--- config.mk ---
export PLATFORM = sky130hd
export DESIGN_NAME = bus_arbiter_flat
export DESIGN_NICKNAME = d
export VERILOG_FILES = /design/src/hw/bus_pkg.sv /design/src/hw/sys_bus_if.sv /design/src/hw/bus_arbiter.sv /design/src/flat_wrapper.sv
export SDC_FILE = /design/constraint.sdc
export NUM_CORES = 1
export LEC_CHECK = 0
export BUFFER_PORTS_ARGS = -buffer_cell sky130_fd_sc_hd__clkbuf_2
export CORE_AREA = 2 2 99 101
export CTS_CLUSTER_DIAMETER = 100
export DETAILED_ROUTE_END_ITERATION = 8
export DIE_AREA = 0 0 101 103
export GPL_TIMING_DRIVEN = 0
export PLACE_DENSITY = 0.56
export SLEW_MARGIN = 20
export SYNTH_ARGS = -nofsm -noshare
export SYNTH_HDL_FRONTEND = slang
export SYNTH_SLANG_ARGS = --single-unit
--- constraint.sdc ---
create_clock -name bus_clk -period 1.8 [get_ports bus_clk]
set_input_delay 0.18 -clock bus_clk [delete_from_list [all_inputs] [get_ports bus_clk]]
set_output_delay 0.18 -clock bus_clk [all_outputs]
set_load 0.005 [all_outputs]
--- src/hw/bus_pkg.sv ---
// ###########################
// Bus and line widths, width types
// and the controller state encoding
// ###########################
package bus_pkg;

   // Bus word and unit line geometry
   localparam int BUS_W  = 32;
   localparam int LINE_W = 128;
   localparam int ADDR_W = 16;
   localparam int BEATS  = LINE_W / BUS_W;
   localparam int BEAT_W = $clog2(BEATS);

   // Memory organization, one entry per 16-byte line
   localparam int MEM_LINES = 64;
   localparam int IDX_W     = $clog2(MEM_LINES);
   // Byte offset bits below the line index
   localparam int LINE_OFS  = $clog2(LINE_W / 8);

   typedef logic [BUS_W-1:0]  bus_word_t;
   typedef logic [LINE_W-1:0] line_t;
   typedef logic [ADDR_W-1:0] bus_addr_t;
   typedef logic [BEAT_W-1:0] beat_idx_t;
   typedef logic [IDX_W-1:0]  line_idx_t;

   // Controller sequence: request, address phase, four beats, done
   typedef enum logic [2:0] {
      IDLE,
      REQ,
      ADDR,
      WRITE,
      READ,
      DONE
   } ctrl_state_t;

endpackage

--- src/hw/sys_bus_if.sv ---
// ###########################
// Point-to-point system bus with
// master and slave views
// ###########################
`timescale 1ns/100ps

interface sys_bus_if;
   import bus_pkg::*;

   // Address phase strobe, one cycle per transfer
   logic      valid;
   bus_addr_t addr;
   // High for a write transfer
   logic      rw;
   bus_word_t wdata;
   // Write beat strobe, held until ack
   logic      wbeat;
   bus_word_t rdata;
   // Beat acknowledge from the slave
   logic      ack;

   modport master (
      output valid, addr, rw, wdata, wbeat,
      input  rdata, ack
   );

   modport slave (
      input  valid, addr, rw, wdata, wbeat,
      output rdata, ack
   );

endinterface

--- src/hw/bus_arbiter.sv ---
// ###########################
// Two-master bus arbiter and router
// ###########################
`timescale 1ns/100ps

module bus_arbiter (
   input  logic      bus_clk,
   input  logic      rst,
   input  logic      br_0,
   input  logic      br_1,
   output logic      bg_0,
   output logic      bg_1,
   sys_bus_if.slave  m0,
   sys_bus_if.slave  m1,
   sys_bus_if.master mem
);
   // Master 1 won the most recent grant
   logic last_1;
   logic keep_0;
   logic keep_1;
   logic pick_1;
   logic next_bg_0;
   logic next_bg_1;

   // Owner keeps the bus while its request stays up
   assign keep_0 = bg_0 & br_0;
   assign keep_1 = bg_1 & br_1;
   // On contention the master that lost last time wins
   assign pick_1 = br_1 & (!br_0 | !last_1);

   always_comb begin
      if (keep_0 || keep_1) begin
         next_bg_0 = keep_0;
         next_bg_1 = keep_1;
      end else begin
         next_bg_0 = br_0 & !pick_1;
         next_bg_1 = pick_1;
      end
   end

   always_ff @(posedge bus_clk) begin
      if (rst) begin
         bg_0   <= 1'b0;
         bg_1   <= 1'b0;
         last_1 <= 1'b0;
      end else begin
         bg_0 <= next_bg_0;
         bg_1 <= next_bg_1;
         if (next_bg_0) begin
            last_1 <= 1'b0;
         end else if (next_bg_1) begin
            last_1 <= 1'b1;
         end
      end
   end

   // Strobes only pass for the granted master
   assign mem.valid = (bg_0 & m0.valid) | (bg_1 & m1.valid);
   assign mem.wbeat = (bg_0 & m0.wbeat) | (bg_1 & m1.wbeat);
   assign mem.addr  = bg_1 ? m1.addr : m0.addr;
   assign mem.rw    = bg_1 ? m1.rw : m0.rw;
   assign mem.wdata = bg_1 ? m1.wdata : m0.wdata;

   // Return path, the waiting master sees ack low
   assign m0.ack   = bg_0 & mem.ack;
   assign m1.ack   = bg_1 & mem.ack;
   assign m0.rdata = bg_0 ? mem.rdata : '0;
   assign m1.rdata = bg_1 ? mem.rdata : '0;

   a_one_grant: assert property (
      @(posedge bus_clk) disable iff (rst)
      !(bg_0 && bg_1)
   ) else $error("FAILED %0t: both bus grants high", $time);

endmodule

--- src/flat_wrapper.sv ---
// flat-port wrapper written by rule: the top's interface ports become plain ports
module bus_arbiter_flat 
  (bus_clk, rst, br_0, br_1, bg_0, bg_1, m0_valid, m0_addr, m0_rw, m0_wdata, m0_wbeat, m0_rdata, m0_ack, m1_valid, m1_addr, m1_rw, m1_wdata, m1_wbeat, m1_rdata, m1_ack, mem_valid, mem_addr, mem_rw, mem_wdata, mem_wbeat, mem_rdata, mem_ack);
  sys_bus_if m0_i ();
  sys_bus_if m1_i ();
  sys_bus_if mem_i ();
  input  logic bus_clk;
  input  logic rst;
  input  logic br_0;
  input  logic br_1;
  output logic bg_0;
  output logic bg_1;
  input wire logic [$bits(m0_i.valid)-1:0] m0_valid;
  input wire logic [$bits(m0_i.addr)-1:0] m0_addr;
  input wire logic [$bits(m0_i.rw)-1:0] m0_rw;
  input wire logic [$bits(m0_i.wdata)-1:0] m0_wdata;
  input wire logic [$bits(m0_i.wbeat)-1:0] m0_wbeat;
  output wire logic [$bits(m0_i.rdata)-1:0] m0_rdata;
  output wire logic [$bits(m0_i.ack)-1:0] m0_ack;
  input wire logic [$bits(m1_i.valid)-1:0] m1_valid;
  input wire logic [$bits(m1_i.addr)-1:0] m1_addr;
  input wire logic [$bits(m1_i.rw)-1:0] m1_rw;
  input wire logic [$bits(m1_i.wdata)-1:0] m1_wdata;
  input wire logic [$bits(m1_i.wbeat)-1:0] m1_wbeat;
  output wire logic [$bits(m1_i.rdata)-1:0] m1_rdata;
  output wire logic [$bits(m1_i.ack)-1:0] m1_ack;
  output wire logic [$bits(mem_i.valid)-1:0] mem_valid;
  output wire logic [$bits(mem_i.addr)-1:0] mem_addr;
  output wire logic [$bits(mem_i.rw)-1:0] mem_rw;
  output wire logic [$bits(mem_i.wdata)-1:0] mem_wdata;
  output wire logic [$bits(mem_i.wbeat)-1:0] mem_wbeat;
  input wire logic [$bits(mem_i.rdata)-1:0] mem_rdata;
  input wire logic [$bits(mem_i.ack)-1:0] mem_ack;
  assign m0_i.valid = m0_valid;
  assign m0_i.addr = m0_addr;
  assign m0_i.rw = m0_rw;
  assign m0_i.wdata = m0_wdata;
  assign m0_i.wbeat = m0_wbeat;
  assign m0_rdata = m0_i.rdata;
  assign m0_ack = m0_i.ack;
  assign m1_i.valid = m1_valid;
  assign m1_i.addr = m1_addr;
  assign m1_i.rw = m1_rw;
  assign m1_i.wdata = m1_wdata;
  assign m1_i.wbeat = m1_wbeat;
  assign m1_rdata = m1_i.rdata;
  assign m1_ack = m1_i.ack;
  assign mem_valid = mem_i.valid;
  assign mem_addr = mem_i.addr;
  assign mem_rw = mem_i.rw;
  assign mem_wdata = mem_i.wdata;
  assign mem_wbeat = mem_i.wbeat;
  assign mem_i.rdata = mem_rdata;
  assign mem_i.ack = mem_ack;
  bus_arbiter u_core (.bus_clk(bus_clk), .rst(rst), .br_0(br_0), .br_1(br_1), .bg_0(bg_0), .bg_1(bg_1), .m0(m0_i), .m1(m1_i), .mem(mem_i));
endmodule
==> flow_summary_export.csv <==
group,metric,value,unit
critical_path,path_max_fanout,10,
floorplan,core.rowCount,36,
critical_path,worst_reg_to_reg_cells,4,
logic_synthesis,synth_xor_area_share,0,%
critical_path,worstSetupStartpointType,"register",
floorplan,floorplan.die_area,10400,sq um
cells_and_area,final_cell_area,2640,sq um
place,portBuffers,257,
clocking,clock_tree_from_tritoncts,"yes",
floorplan,floorplan.io_pins,258,
worst_hold_path,worst_hold_path_type,"in2reg",
cells_and_area,drive_gt1_share,79.4,%
timing,drv_slew,0,
clocking,cell_at_the_root_of_the_clock_tree,"sky130_fd_sc_hd__clkbuf_8",
timing,worst_pin_slew,405,ps
place,routabilityCongestion,0.697,
timing,max_freq,617,MHz
logic_synthesis,synth-compound-area-share,5.35,%
place,post-place-cells,513,
timing,worst_slew_margin_rel,73.0,%
pwr,p_leak,1.59,nW
cells_and_area,final_cell_mix,"sky130_fd_sc_hd__clkbuf_2, sky130_fd_sc_hd__and2_1, sky130_fd_sc_hd__mux2_2, sky130_fd_sc_hd__clkbuf_1, sky130_fd_sc_hd__buf_2",
timing,setup_total_negative_slack,0,ps
critical_path,timing.reg2reg.setup_slack,730,ps
route,route.detailed.vias_per_inst,3.83,
timing,rsz0062_at_grt,"false",
logic_synthesis,yosys_register_bits,3,
cells_and_area,instances_no_fill,516,
route,wirelength_routed,5610,microns
floorplan,die_height,103,microns
floorplan,initial_core_util,12.4,%
critical_path,worst-endpoint-arrival,1440,ps
logic_synthesis,synth-simple-area-share,36.1,%
cells_and_area,antenna-diode-count,0,
critical_path,worstSetupPathType,"reg2out",
logic_synthesis,post_synth.cell_area_avg,8.23,sq um
place,placed_cell_area,2600,sq um
timing,finalSetupViolCount,0,
clocking,worst_skew_pair.late_latency,220,ps
global_route,grt_use_total,8.86,%
clocking,cts_htree_levels,1,
worst_hold_path,worst_hold_path.num_cells,2,
floorplan,core_region_area,9460,sq um
logic_synthesis,synthCells,142,
global_route,grt-ovfl-total,0,
critical_path,critical_path_required,1620,ps
logic_synthesis,synth_fa_ha_area_share,0,%
critical_path,reg2reg_to,"u_core.last_1",
pwr,power_density,309,nW/um^2
cells_and_area,multi_input_area,1040,sq um
global_route,grt_max_degree,11,
clocking,cts.clk_slew.worst_paths,30,ps
cells_and_area,sequential_cell_area,61.3,sq um
worst_hold_path,min_delay_worst_endpoint,"u_core.last_1",
clocking,cts_inserted_buffers,3,
critical_path,reg2reg_from,"u_core.bg_1",
place,post-place-ws,187,ps
timing,period_needed,1620,ps
route,dr_total_vias,1977,
floorplan,die_width,101,microns
timing,timing.final.ws_setup,178,ps
logic_synthesis,post_synth_instance_area,1170,sq um
route,ant_nets,0,
global_route,first_global_vias,1670,
logic_synthesis,largest_family_of_logic_cells_by_synthesized_area,"multiplexers",
route,drcViolationCount,0,
route,firstDrtPassIters,3,
pwr,vdd.ir_drop.worst,0.134,mV
cells_and_area,layout.cells.most_common,"sky130_fd_sc_hd__clkbuf_2",
route,dr.first_iter.drc_count,32,
critical_path,endpoint_kind,"primary output",
global_route,grt_pass1_wl,7250,microns
timing,finalHoldViolations,0,
timing,fin_worst_skew,1.67,ps
route,drt-wirelength-per-cell,10.9,microns
cells_and_area,synthesis_to_layout_area_growth,126,%
timing,whs,164,ps
outcome,status,"completed",
global_route,antenna_found_initial,0,
logic_synthesis,synth.mux.area_fraction,47.2,%
worst_hold_path,hold_path_startpoint,"rst",
logic_synthesis,yosys.cell_types.count,15,
clocking,clock_tree_buffer_depth,2,
flow_run,max_cap_viol_count,0,
logic_synthesis,synth.yosys.seq_area_share,5.14,%
place,hpwlAfterDp,5090,microns
logic_synthesis,syn-num-nets,281,
timing,timing.final.crit_share,90.1,%
cells_and_area,fill_cells,1011,
cells_and_area,fin_nets,542,
clocking,clock_sinks,3,
logic_synthesis,synthesis.yosys.warnings,0,
-- synth_stat cells, drive strengths merged --
| cell type | number | area [sq um] |
|---|---|---|
| clkbuf | 6 | 22.5 |
| buf | 7 | 42.5 |
| a21oi | 2 | 10.0 |
| a22o | 2 | 17.5 |
| and2 | 66 | 413 |
| inv | 2 | 7.50 |
| a21o | 1 | 7.51 |
| a211oi | 2 | 20.0 |
| o211ai | 1 | 7.51 |
| mux2 | 49 | 552 |
| dfxtp | 3 | 60.1 |
| and3b | 1 | 8.76 |
-- worst max-delay path by stage --
stage / to / cells past startpoint / from / slack [ps]
global route: mem_addr[1] / 4 / u_core.bg_1 / 50
detailed placement: mem_addr[2] / 4 / u_core.bg_1 / 190
floorplan: mem_addr[0] / 3 / u_core.bg_1 / 570
CTS: mem_addr[1] / 4 / u_core.bg_1 / 4
global placement: mem_wdata[29] / 4 / u_core.bg_1 / 190
finish: mem_addr[1] / 4 / u_core.bg_1 / 180
-- power breakdown --
part / internal, W / switching [W] / total (W)
Clock: 0.000151 / 0.0000468 / 0.000198
Combinational: 0.000332 / 0.000207 / 0.000539
Sequential: 0.0000717 / 0.00000868 / 0.0000804
-- repair_timing --
item                                    CTS  global route
hold buffers                              0             0
gates cloned                              0             0
buffers inserted                          0             0
gates resized for setup                   1             1
endpoints found under the setup margin   14            37
-- layer usage --
metal	track usage, %	vias to the layer above	share of wire [%]
li1	-	997	-
met1	9.63	852	37
met2	17.3	122	54
met3	1.49	6	8.1
met4	3.01	0	1.4
met5	0	-	0
-- final cells by class --
type                    instances  area share, %
plain buffers                  12           2.46
clock buffers                   4           1.70
inverters                       2          0.284
multi-input cells             124           39.2
flip-flops and latches          3           2.32
well taps                     114           5.40
repair buffers                257           48.7
-- flip-flops by register name, indices dropped and copies added, names as in the netlist --
name           cells
u_core.bg_0        1
u_core.bg_1        1
u_core.last_1      1
-- worst max-delay path, stage by stage (launching register included) --
cell and delay (ps):
sky130_fd_sc_hd__dfxtp_2 380, sky130_fd_sc_hd__buf_6 180, sky130_fd_sc_hd__buf_4 200, sky130_fd_sc_hd__mux2_2 350
sky130_fd_sc_hd__clkbuf_2 110
-- kinds of logic after synthesis --
family,Yosys count
mux,49
simple gates,67
flops,3
compound gates,8
buf+inv,15
-- per-stage QoR --
stage / util [%] / power, W
final: 27.9 / 0.000817
after global routing: 27.9 / 0.000890
after CTS: 28.0 / 0.000832
after detailed placement: 27.5 / 0.000626
after global placement: 27.5 / 0.000615
after floorplan: - / 0.000301
Power figures use the tool's default switching activity.
