==> config.mk <==
export PLATFORM = sky130hd
export DESIGN_NAME = intr_bus_controller_flat
export DESIGN_NICKNAME = d
export VERILOG_FILES = /design/src/hw/bus_pkg.sv /design/src/hw/sys_bus_if.sv /design/src/hw/bus_beat_engine.sv /design/src/hw/bus_ctrl_fsm.sv /design/src/hw/bus_read_buffer.sv /design/src/hw/intr_bus_controller.sv /design/src/flat_wrapper.sv
export SDC_FILE = /design/constraint.sdc
export NUM_CORES = 1
export LEC_CHECK = 0
export ABC_AREA = 1
export BUFFER_PORTS_ARGS = -buffer_cell sky130_fd_sc_hd__buf_2
export CORE_UTILIZATION = 37
export CTS_CLUSTER_DIAMETER = 100
export DETAILED_ROUTE_END_ITERATION = 8
export GPL_ROUTABILITY_DRIVEN = 0
export PLACE_DENSITY = 0.6
export SLEW_MARGIN = 20
export SYNTH_ARGS = -nofsm -noshare
export SYNTH_HDL_FRONTEND = slang
export SYNTH_SLANG_ARGS = --single-unit
==> constraint.sdc <==
create_clock -name bus_clk -period 32.4 [get_ports bus_clk]
set_input_delay 1.62 -clock bus_clk [delete_from_list [all_inputs] [get_ports bus_clk]]
set_output_delay 1.62 -clock bus_clk [all_outputs]
set_load 0.03 [all_outputs]
==> src/hw/bus_pkg.sv <==
// ###########################
// Bus and line widths, width types
// and the controller state encoding
// ###########################
package bus_pkg;

   // Bus word and unit line geometry
   localparam int BUS_W  = 32;
   localparam int LINE_W = 128;
   localparam int ADDR_W = 16;
   localparam int BEATS  = LINE_W / BUS_W;
   localparam int BEAT_W = $clog2(BEATS);

   // Memory organization, one entry per 16-byte line
   localparam int MEM_LINES = 64;
   localparam int IDX_W     = $clog2(MEM_LINES);
   // Byte offset bits below the line index
   localparam int LINE_OFS  = $clog2(LINE_W / 8);

   typedef logic [BUS_W-1:0]  bus_word_t;
   typedef logic [LINE_W-1:0] line_t;
   typedef logic [ADDR_W-1:0] bus_addr_t;
   typedef logic [BEAT_W-1:0] beat_idx_t;
   typedef logic [IDX_W-1:0]  line_idx_t;

   // Controller sequence: request, address phase, four beats, done
   typedef enum logic [2:0] {
      IDLE,
      REQ,
      ADDR,
      WRITE,
      READ,
      DONE
   } ctrl_state_t;

endpackage

==> src/hw/sys_bus_if.sv <==
// ###########################
// Point-to-point system bus with
// master and slave views
// ###########################
`timescale 1ns/100ps

interface sys_bus_if;
   import bus_pkg::*;

   // Address phase strobe, one cycle per transfer
   logic      valid;
   bus_addr_t addr;
   // High for a write transfer
   logic      rw;
   bus_word_t wdata;
   // Write beat strobe, held until ack
   logic      wbeat;
   bus_word_t rdata;
   // Beat acknowledge from the slave
   logic      ack;

   modport master (
      output valid, addr, rw, wdata, wbeat,
      input  rdata, ack
   );

   modport slave (
      input  valid, addr, rw, wdata, wbeat,
      output rdata, ack
   );

endinterface

==> src/hw/bus_beat_engine.sv <==
// ###########################
// Address phase, beat counter and
// write word select
// ###########################
`timescale 1ns/100ps

module bus_beat_engine (
   input  logic                 bus_clk,
   input  logic                 rst,
   input  bus_pkg::ctrl_state_t state,
   input  bus_pkg::line_t       wdata_line,
   input  bus_pkg::bus_addr_t   req_addr,
   input  logic                 req_wr,
   output bus_pkg::beat_idx_t   beat,
   output logic                 last_beat,
   sys_bus_if.master            bus
);
   import bus_pkg::*;

   logic in_addr;
   logic in_xfer;

   assign in_addr = (state == ADDR);
   assign in_xfer = (state == WRITE) || (state == READ);

   // Address phase lasts exactly one cycle
   assign bus.valid = in_addr;
   assign bus.addr  = in_addr ? req_addr : '0;
   assign bus.rw    = in_addr & req_wr;

   // Write beat held until the slave acks it
   assign bus.wbeat = (state == WRITE);
   // Lowest word first
   assign bus.wdata = wdata_line[BUS_W*beat +: BUS_W];

   // Beat count advances on each ack
   always_ff @(posedge bus_clk) begin
      if (rst) begin
         beat <= '0;
      end else if (in_addr) begin
         beat <= '0;
      end else if (in_xfer && bus.ack) begin
         beat <= beat + 1'b1;
      end
   end

   // Final ack ends the transfer
   assign last_beat = in_xfer && bus.ack && (beat == beat_idx_t'(BEATS - 1));

   // Slave and arbiter only ack during a data phase of this master
   a_ack_in_xfer: assert property (
      @(posedge bus_clk) disable iff (rst)
      bus.ack |-> in_xfer
   ) else $error("FAILED %0t: ack outside a data phase", $time);

endmodule

==> src/hw/bus_ctrl_fsm.sv <==
// ###########################
// Controller FSM, request decode
// ###########################
`timescale 1ns/100ps

module bus_ctrl_fsm (
   input  logic                 bus_clk,
   input  logic                 rst,
   input  logic                 en,
   input  logic                 wr,
   input  logic                 bg,
   input  logic                 last_beat,
   output logic                 br,
   output bus_pkg::ctrl_state_t state
);
   import bus_pkg::*;

   ctrl_state_t next_state;

   always_ff @(posedge bus_clk) begin
      if (rst) begin
         state <= IDLE;
      end else begin
         state <= next_state;
      end
   end

   always_comb begin
      next_state = state;
      case (state)
         IDLE: begin
            // New line request from the unit
            if (en) begin
               next_state = REQ;
            end
         end
         REQ: begin
            // Hold the request until the arbiter grants
            if (bg) begin
               next_state = ADDR;
            end
         end
         ADDR: begin
            // Direction comes from the latched request
            next_state = wr ? WRITE : READ;
         end
         WRITE, READ: begin
            if (last_beat) begin
               next_state = DONE;
            end
         end
         DONE: begin
            next_state = IDLE;
         end
         default: begin
            next_state = IDLE;
         end
      endcase
   end

   // Bus request from REQ through the final beat
   assign br = state inside {REQ, ADDR, WRITE, READ};

   // Past REQ the arbiter must still hold the grant for this controller
   a_xfer_granted: assert property (
      @(posedge bus_clk) disable iff (rst)
      (state inside {ADDR, WRITE, READ}) |-> bg
   ) else $error("FAILED %0t: controller on the bus without bg", $time);

endmodule

==> src/hw/bus_read_buffer.sv <==
// ###########################
// Read line assembly, done pulse
// ###########################
`timescale 1ns/100ps

module bus_read_buffer (
   input  logic                 bus_clk,
   input  logic                 rst,
   input  bus_pkg::ctrl_state_t state,
   input  bus_pkg::beat_idx_t   beat,
   input  logic                 ack,
   input  bus_pkg::bus_word_t   rdata_word,
   output bus_pkg::line_t       rdata,
   output logic                 done
);
   import bus_pkg::*;

   line_t line_buf;
   line_t assembled;
   logic  take_word;
   logic  last_word;

   assign take_word = ack && (state == READ);
   assign last_word = ack && (beat == beat_idx_t'(BEATS - 1))
                      && ((state == WRITE) || (state == READ));

   // Current beat merged into the partial line
   always_comb begin
      assembled = line_buf;
      assembled[BUS_W*beat +: BUS_W] = rdata_word;
   end

   // Unit output only changes when a full read line is in
   always_ff @(posedge bus_clk) begin
      if (take_word) begin
         line_buf <= assembled;
      end
      if (take_word && last_word) begin
         rdata <= assembled;
      end
   end

   // Registered off the last ack, lands in DONE
   always_ff @(posedge bus_clk) begin
      if (rst) begin
         done <= 1'b0;
      end else begin
         done <= last_word;
      end
   end

endmodule

==> src/hw/intr_bus_controller.sv <==
// ###########################
// Work-unit bus controller
// ###########################
`timescale 1ns/100ps

module intr_bus_controller (
   input  logic               bus_clk,
   input  logic               rst,
   input  logic               en,
   input  logic               wr,
   input  bus_pkg::bus_addr_t addr,
   input  bus_pkg::line_t     wdata,
   input  logic               bg,
   output logic               br,
   output bus_pkg::line_t     rdata,
   output logic               done,
   sys_bus_if.master          bus
);
   import bus_pkg::*;

   ctrl_state_t state;
   beat_idx_t   beat;
   logic        last_beat;
   logic        req_wr;
   bus_addr_t   req_addr;
   line_t       req_wdata;
   logic        accept;

   // Unit request only taken while idle
   assign accept = en && (state == IDLE);

   always_ff @(posedge bus_clk) begin
      if (rst) begin
         req_wr <= 1'b0;
      end else if (accept) begin
         req_wr <= wr;
      end
   end

   always_ff @(posedge bus_clk) begin
      if (accept) begin
         req_addr  <= addr;
         req_wdata <= wdata;
      end
   end

   bus_ctrl_fsm bus_ctrl_fsm_inst (
      .bus_clk   (bus_clk),
      .rst       (rst),
      .en        (en),
      .wr        (req_wr),
      .bg        (bg),
      .last_beat (last_beat),
      .br        (br),
      .state     (state)
   );

   bus_beat_engine bus_beat_engine_inst (
      .bus_clk    (bus_clk),
      .rst        (rst),
      .state      (state),
      .wdata_line (req_wdata),
      .req_addr   (req_addr),
      .req_wr     (req_wr),
      .beat       (beat),
      .last_beat  (last_beat),
      .bus        (bus)
   );

   // Read words come straight off the bus return path
   bus_read_buffer bus_read_buffer_inst (
      .bus_clk    (bus_clk),
      .rst        (rst),
      .state      (state),
      .beat       (beat),
      .ack        (bus.ack),
      .rdata_word (bus.rdata),
      .rdata      (rdata),
      .done       (done)
   );

endmodule

==> src/flat_wrapper.sv <==
// flat-port wrapper written by rule: the top's interface ports become plain ports
module intr_bus_controller_flat import bus_pkg::*;
  (bus_clk, rst, en, wr, addr, wdata, bg, br, rdata, done, bus_valid, bus_addr, bus_rw, bus_wdata, bus_wbeat, bus_rdata, bus_ack);
  sys_bus_if bus_i ();
  input  logic bus_clk;
  input  logic rst;
  input  logic en;
  input  logic wr;
  input  bus_pkg::bus_addr_t addr;
  input  bus_pkg::line_t wdata;
  input  logic bg;
  output logic br;
  output bus_pkg::line_t rdata;
  output logic done;
  output wire logic [$bits(bus_i.valid)-1:0] bus_valid;
  output wire logic [$bits(bus_i.addr)-1:0] bus_addr;
  output wire logic [$bits(bus_i.rw)-1:0] bus_rw;
  output wire logic [$bits(bus_i.wdata)-1:0] bus_wdata;
  output wire logic [$bits(bus_i.wbeat)-1:0] bus_wbeat;
  input wire logic [$bits(bus_i.rdata)-1:0] bus_rdata;
  input wire logic [$bits(bus_i.ack)-1:0] bus_ack;
  assign bus_valid = bus_i.valid;
  assign bus_addr = bus_i.addr;
  assign bus_rw = bus_i.rw;
  assign bus_wdata = bus_i.wdata;
  assign bus_wbeat = bus_i.wbeat;
  assign bus_i.rdata = bus_rdata;
  assign bus_i.ack = bus_ack;
  intr_bus_controller u_core (.bus_clk(bus_clk), .rst(rst), .en(en), .wr(wr), .addr(addr), .wdata(wdata), .bg(bg), .br(br), .rdata(rdata), .done(done), .bus(bus_i));
endmodule
==> impl_metrics.csv <==
group,metric,value,unit
outcome,outcome,"finished clean",
yosys,synth_flop_cell,"edfxtp_1",
timing,fin_skew,0.0196,ns
detailed_routing,drc,0,
setup_path,slowest_delay,0.80,ns
yosys,synth_most_common_cell,"edfxtp_1",
timing,finalCriticalPeriod,4.38,ns
yosys,synthesis.nets,1281,
yosys,synth.top_cell.area_share,78.2,%
detailed_routing,dr.first_iter.drc_count,675,
power_and_ir_drop,power.leakage,7.46,nW
die,die_x,206,um
yosys,synth-edff-count,400,
detailed_routing,vias,9876,
setup_path,cp_slowest_cell,"clkinv_2",
yosys,synth_seq_cells,407,
clocking,cts_tree,"built",
die,die_area,42400,um^2
placement,dp.cells,1942,
yosys,ys_top_cells_by_area,"edfxtp_1 78%, o22ai_1 5.2%, inv_1 3.7%, nor2_1 2.3%, nand2_1 2.0%",
setup_path,arrival,2.76,ns
clocking,worstSkewPairLatency,0.56,ns
detailed_routing,ant_nets,0,
timing,fin_crit_sh,13.5,%
yosys,yosysTopAreaCell,"edfxtp_1",
clocking,cts.clk_slew.worst_paths,0.06,ns
yosys,synth-seq-area-share,79.1,%
setup_path,worstReg2RegStart,"u_core.bus_beat_engine_inst.beat[0]$_SDFFE_PP0P_",
timing,tns,0,ns
setup_path,cp_max_fo,70,
power_and_ir_drop,pwr-share-comb,18.9,%
finish,final_layout_size_suffix_gt1_share,30.6,%
power_and_ir_drop,seqPwrFrac,50.1,%
timing,setup_viol,0,
clocking,clock_sinks,407,
yosys,syn_area,15400,um^2
worst_hold_path,min_delay_path_depth,2,
worst_hold_path,hold_path.class,"reg -> reg",
grt,overflow,0,
timing,hold_viol,0,
clocking,root_buffer,"clkbuf_16",
finish,syn2layout_area_growth,23.4,%
setup_path,critPathTopFamily,"buffers and inverters",
yosys,postSynthAreaPerCell,14.0,um^2
timing,maxSlewHeadroom,37.9,%
setup_path,required,30.78,ns
grt,grt-busiest-layer,"met2",
power_and_ir_drop,p_sw_share,29.5,%
power_and_ir_drop,p_int,982,uW
yosys,async_reset_ff_share,0,%
setup_path,cp.depth,4,
finish,fillers,3679,
detailed_routing,drt_wl_total,39200,um
yosys,post_synth_num_cell_types,24,
clocking,clockBufferDepth,3,
yosys,synth_cells,1094,
grt,antenna_found_initial,7,
setup_path,cp-start-kind,"flop",
yosys,synth_common_cells,"400 x edfxtp_1, 152 x inv_1, 128 x o22ai_1",
power_and_ir_drop,p_per_area,73.5,nW/um^2
finish,nets,1643,
setup_path,crit_type,"reg -> out",
die,core_area,40900,um^2
die,ioPinCount,363,
setup_path,critPathCaptureType,"primary output",
clocking,hold_buffers,0,
detailed_routing,wire_per_inst,19.4,um
finish,fin_area,19000,um^2
grt,grt_use_met1,23.5,%
grt,track_usage,18.3,%
power_and_ir_drop,peakVddDrop,48.4,uV
die,die_height,206,um
placement,place_area,17700,um^2
placement,io_buffers,362,
detailed_routing,via_per_inst,4.89,
placement,place_hpwl,25700,um
timing,drv_slew,0,
setup_path,path_cells,"clkinv_2 > o21ai_0 > o22ai_1 > buf_2",
grt,grt_util_met3,4.93,%
worst_hold_path,hold_start,"u_core.req_wr$_SDFFE_PP0P_",
setup_path,timing.critical_path.from,"u_core.bus_beat_engine_inst.beat[0]$_SDFFE_PP0P_",
timing,tightest_slew,0.931,ns
grt,grt_pass1_vias,9670,
power_and_ir_drop,p_switching,411,uW
grt,grt_max_degree,101,
finish,instances_no_fill,2018,
setup_path,rr_worst_depth,6,
clocking,post_cts_resized,0,
job,cap_viol_max_count,0,
grt,use_met2,29.3,%
setup_path,cp_num_buf_inv,2,
die,initial_core_util,37.6,%
yosys,yosys_warnings,0,
timing,max_freq,228,MHz
detailed_routing,dr.pass1.iters,5,
clocking,numCtsBuffers,42,
die,num_rows,74,
timing,rsz0062_at_grt,"no",
clocking,post-cts-setup-buffers,0,
grt,grt_first_pass_wirelength,57600,um
clocking,h-tree-depth,2,
power_and_ir_drop,clock_power_share,30.9,%
state kept, by name, summed over array words and instances, names as in the netlist:
| name | count |
|---|---|
| u_core.req_addr | 16 |
| u_core.bus_ctrl_fsm_inst.state | 3 |
| u_core.req_wdata | 128 |
| u_core.bus_read_buffer_inst.done | 1 |
| u_core.bus_read_buffer_inst.line_buf | 128 |
| u_core.req_wr | 1 |
| u_core.bus_beat_engine_inst.beat | 2 |
| u_core.bus_read_buffer_inst.rdata | 128 |
placed cells by master (no fill, tap or decap), types with 2 or more instances in the layout:
cell type / netlist / final
edfxtp_1: 400 / 400
dfxtp_1: 7 / 6
clkbuf_16: 0 / 42
nor3_1: 3 / 2
inv_1: 152 / 152
buf_2: 21 / 362
nor2_4: 1 / 2
o21ai_0: 59 / 59
buf_4: 6 / 13
o21ai_1: 39 / 39
clkinv_1: 1 / 9
clkbuf_1: 33 / 10
inv_6: 0 / 4
clkinv_2: 0 / 9
nand2_1: 83 / 83
nand2_4: 2 / 2
nor2_1: 94 / 93
ha_1: 5 / 5
a21oi_1: 3 / 3
nand3_1: 39 / 39
diode_2: 0 / 2
inv_2: 11 / 9
buf_16: 0 / 2
o22ai_1: 128 / 128
nand2_2: 3 / 3
per-stage QoR:
stage               worst slack, ns  util, %  hold WS, ns  power (mW)
floorplan                     21.37        -        0.462       0.890
global placement              28.27     43.2        0.484       0.967
detailed placement            28.10     43.2        0.489       0.973
CTS                           27.49     46.2        0.498        1.41
global route                  27.75     46.3        0.561        1.45
finish                        28.02     46.3        0.502        1.39
layer usage:
layer	wire [um]	vias up
met5	64	-
met4	1180	10
met2	18600	451
met1	15800	4695
li1	-	4651
met3	3550	69
path summary, 6_finish.rpt:
check	to	slack, ns
min reg2reg	u_core.req_wr$_SDFFE_PP0P_	0.50
max reg2reg	u_core.bus_read_buffer_inst.line_buf[47]$_DFFE_PP_	29.06
max	bus_wdata[23]	28.02
min	u_core.req_wr$_SDFFE_PP0P_	0.50
layout make-up:
class | instances | area (um^2) | share of cell area (%)
well taps | 532 | 666 | 3.51
clock inverters | 20 | 113 | 0.594
multi-input cells | 463 | 2340 | 12.3
repair buffers | 378 | 1980 | 10.4
flip-flops and latches | 407 | 12200 | 64.1
diodes | 2 | 5.00 | 0.0264
clock buffers | 52 | 1090 | 5.74
inverters | 164 | 622 | 3.28
worst reg2reg max path, cell delays in order, from the launching register on:
cell and delay, ns:
dfxtp_4 0.58, clkinv_2 0.81, ha_1 0.58, inv_2 0.05
buf_4 0.53, nand3_1 0.34, o22ai_1 0.28
kinds of logic (layout without fill, tap and decap cells):
kind of cell	Yosys count	count (layout)	share of synthesized area (%)
AO/OA/AOI/OAI	229	229	8.50
adder cells (fa/ha/maj)	5	5	0.407
buffers and inverters	224	614	5.79
flip-flops	407	407	79.1
other	0	2	0
AND/OR/NAND/NOR	229	229	6.23
power by group through the flow:
stage	Sequential (mW)	Combinational (mW)	Clock, mW
final	0.699	0.264	0.431
after CTS	0.706	0.257	0.443
after global placement	0.716	0.252	0
after global routing	0.704	0.290	0.458
after floorplan	0.706	0.183	0
after detailed placement	0.717	0.256	0
Power figures use the tool's default switching activity.
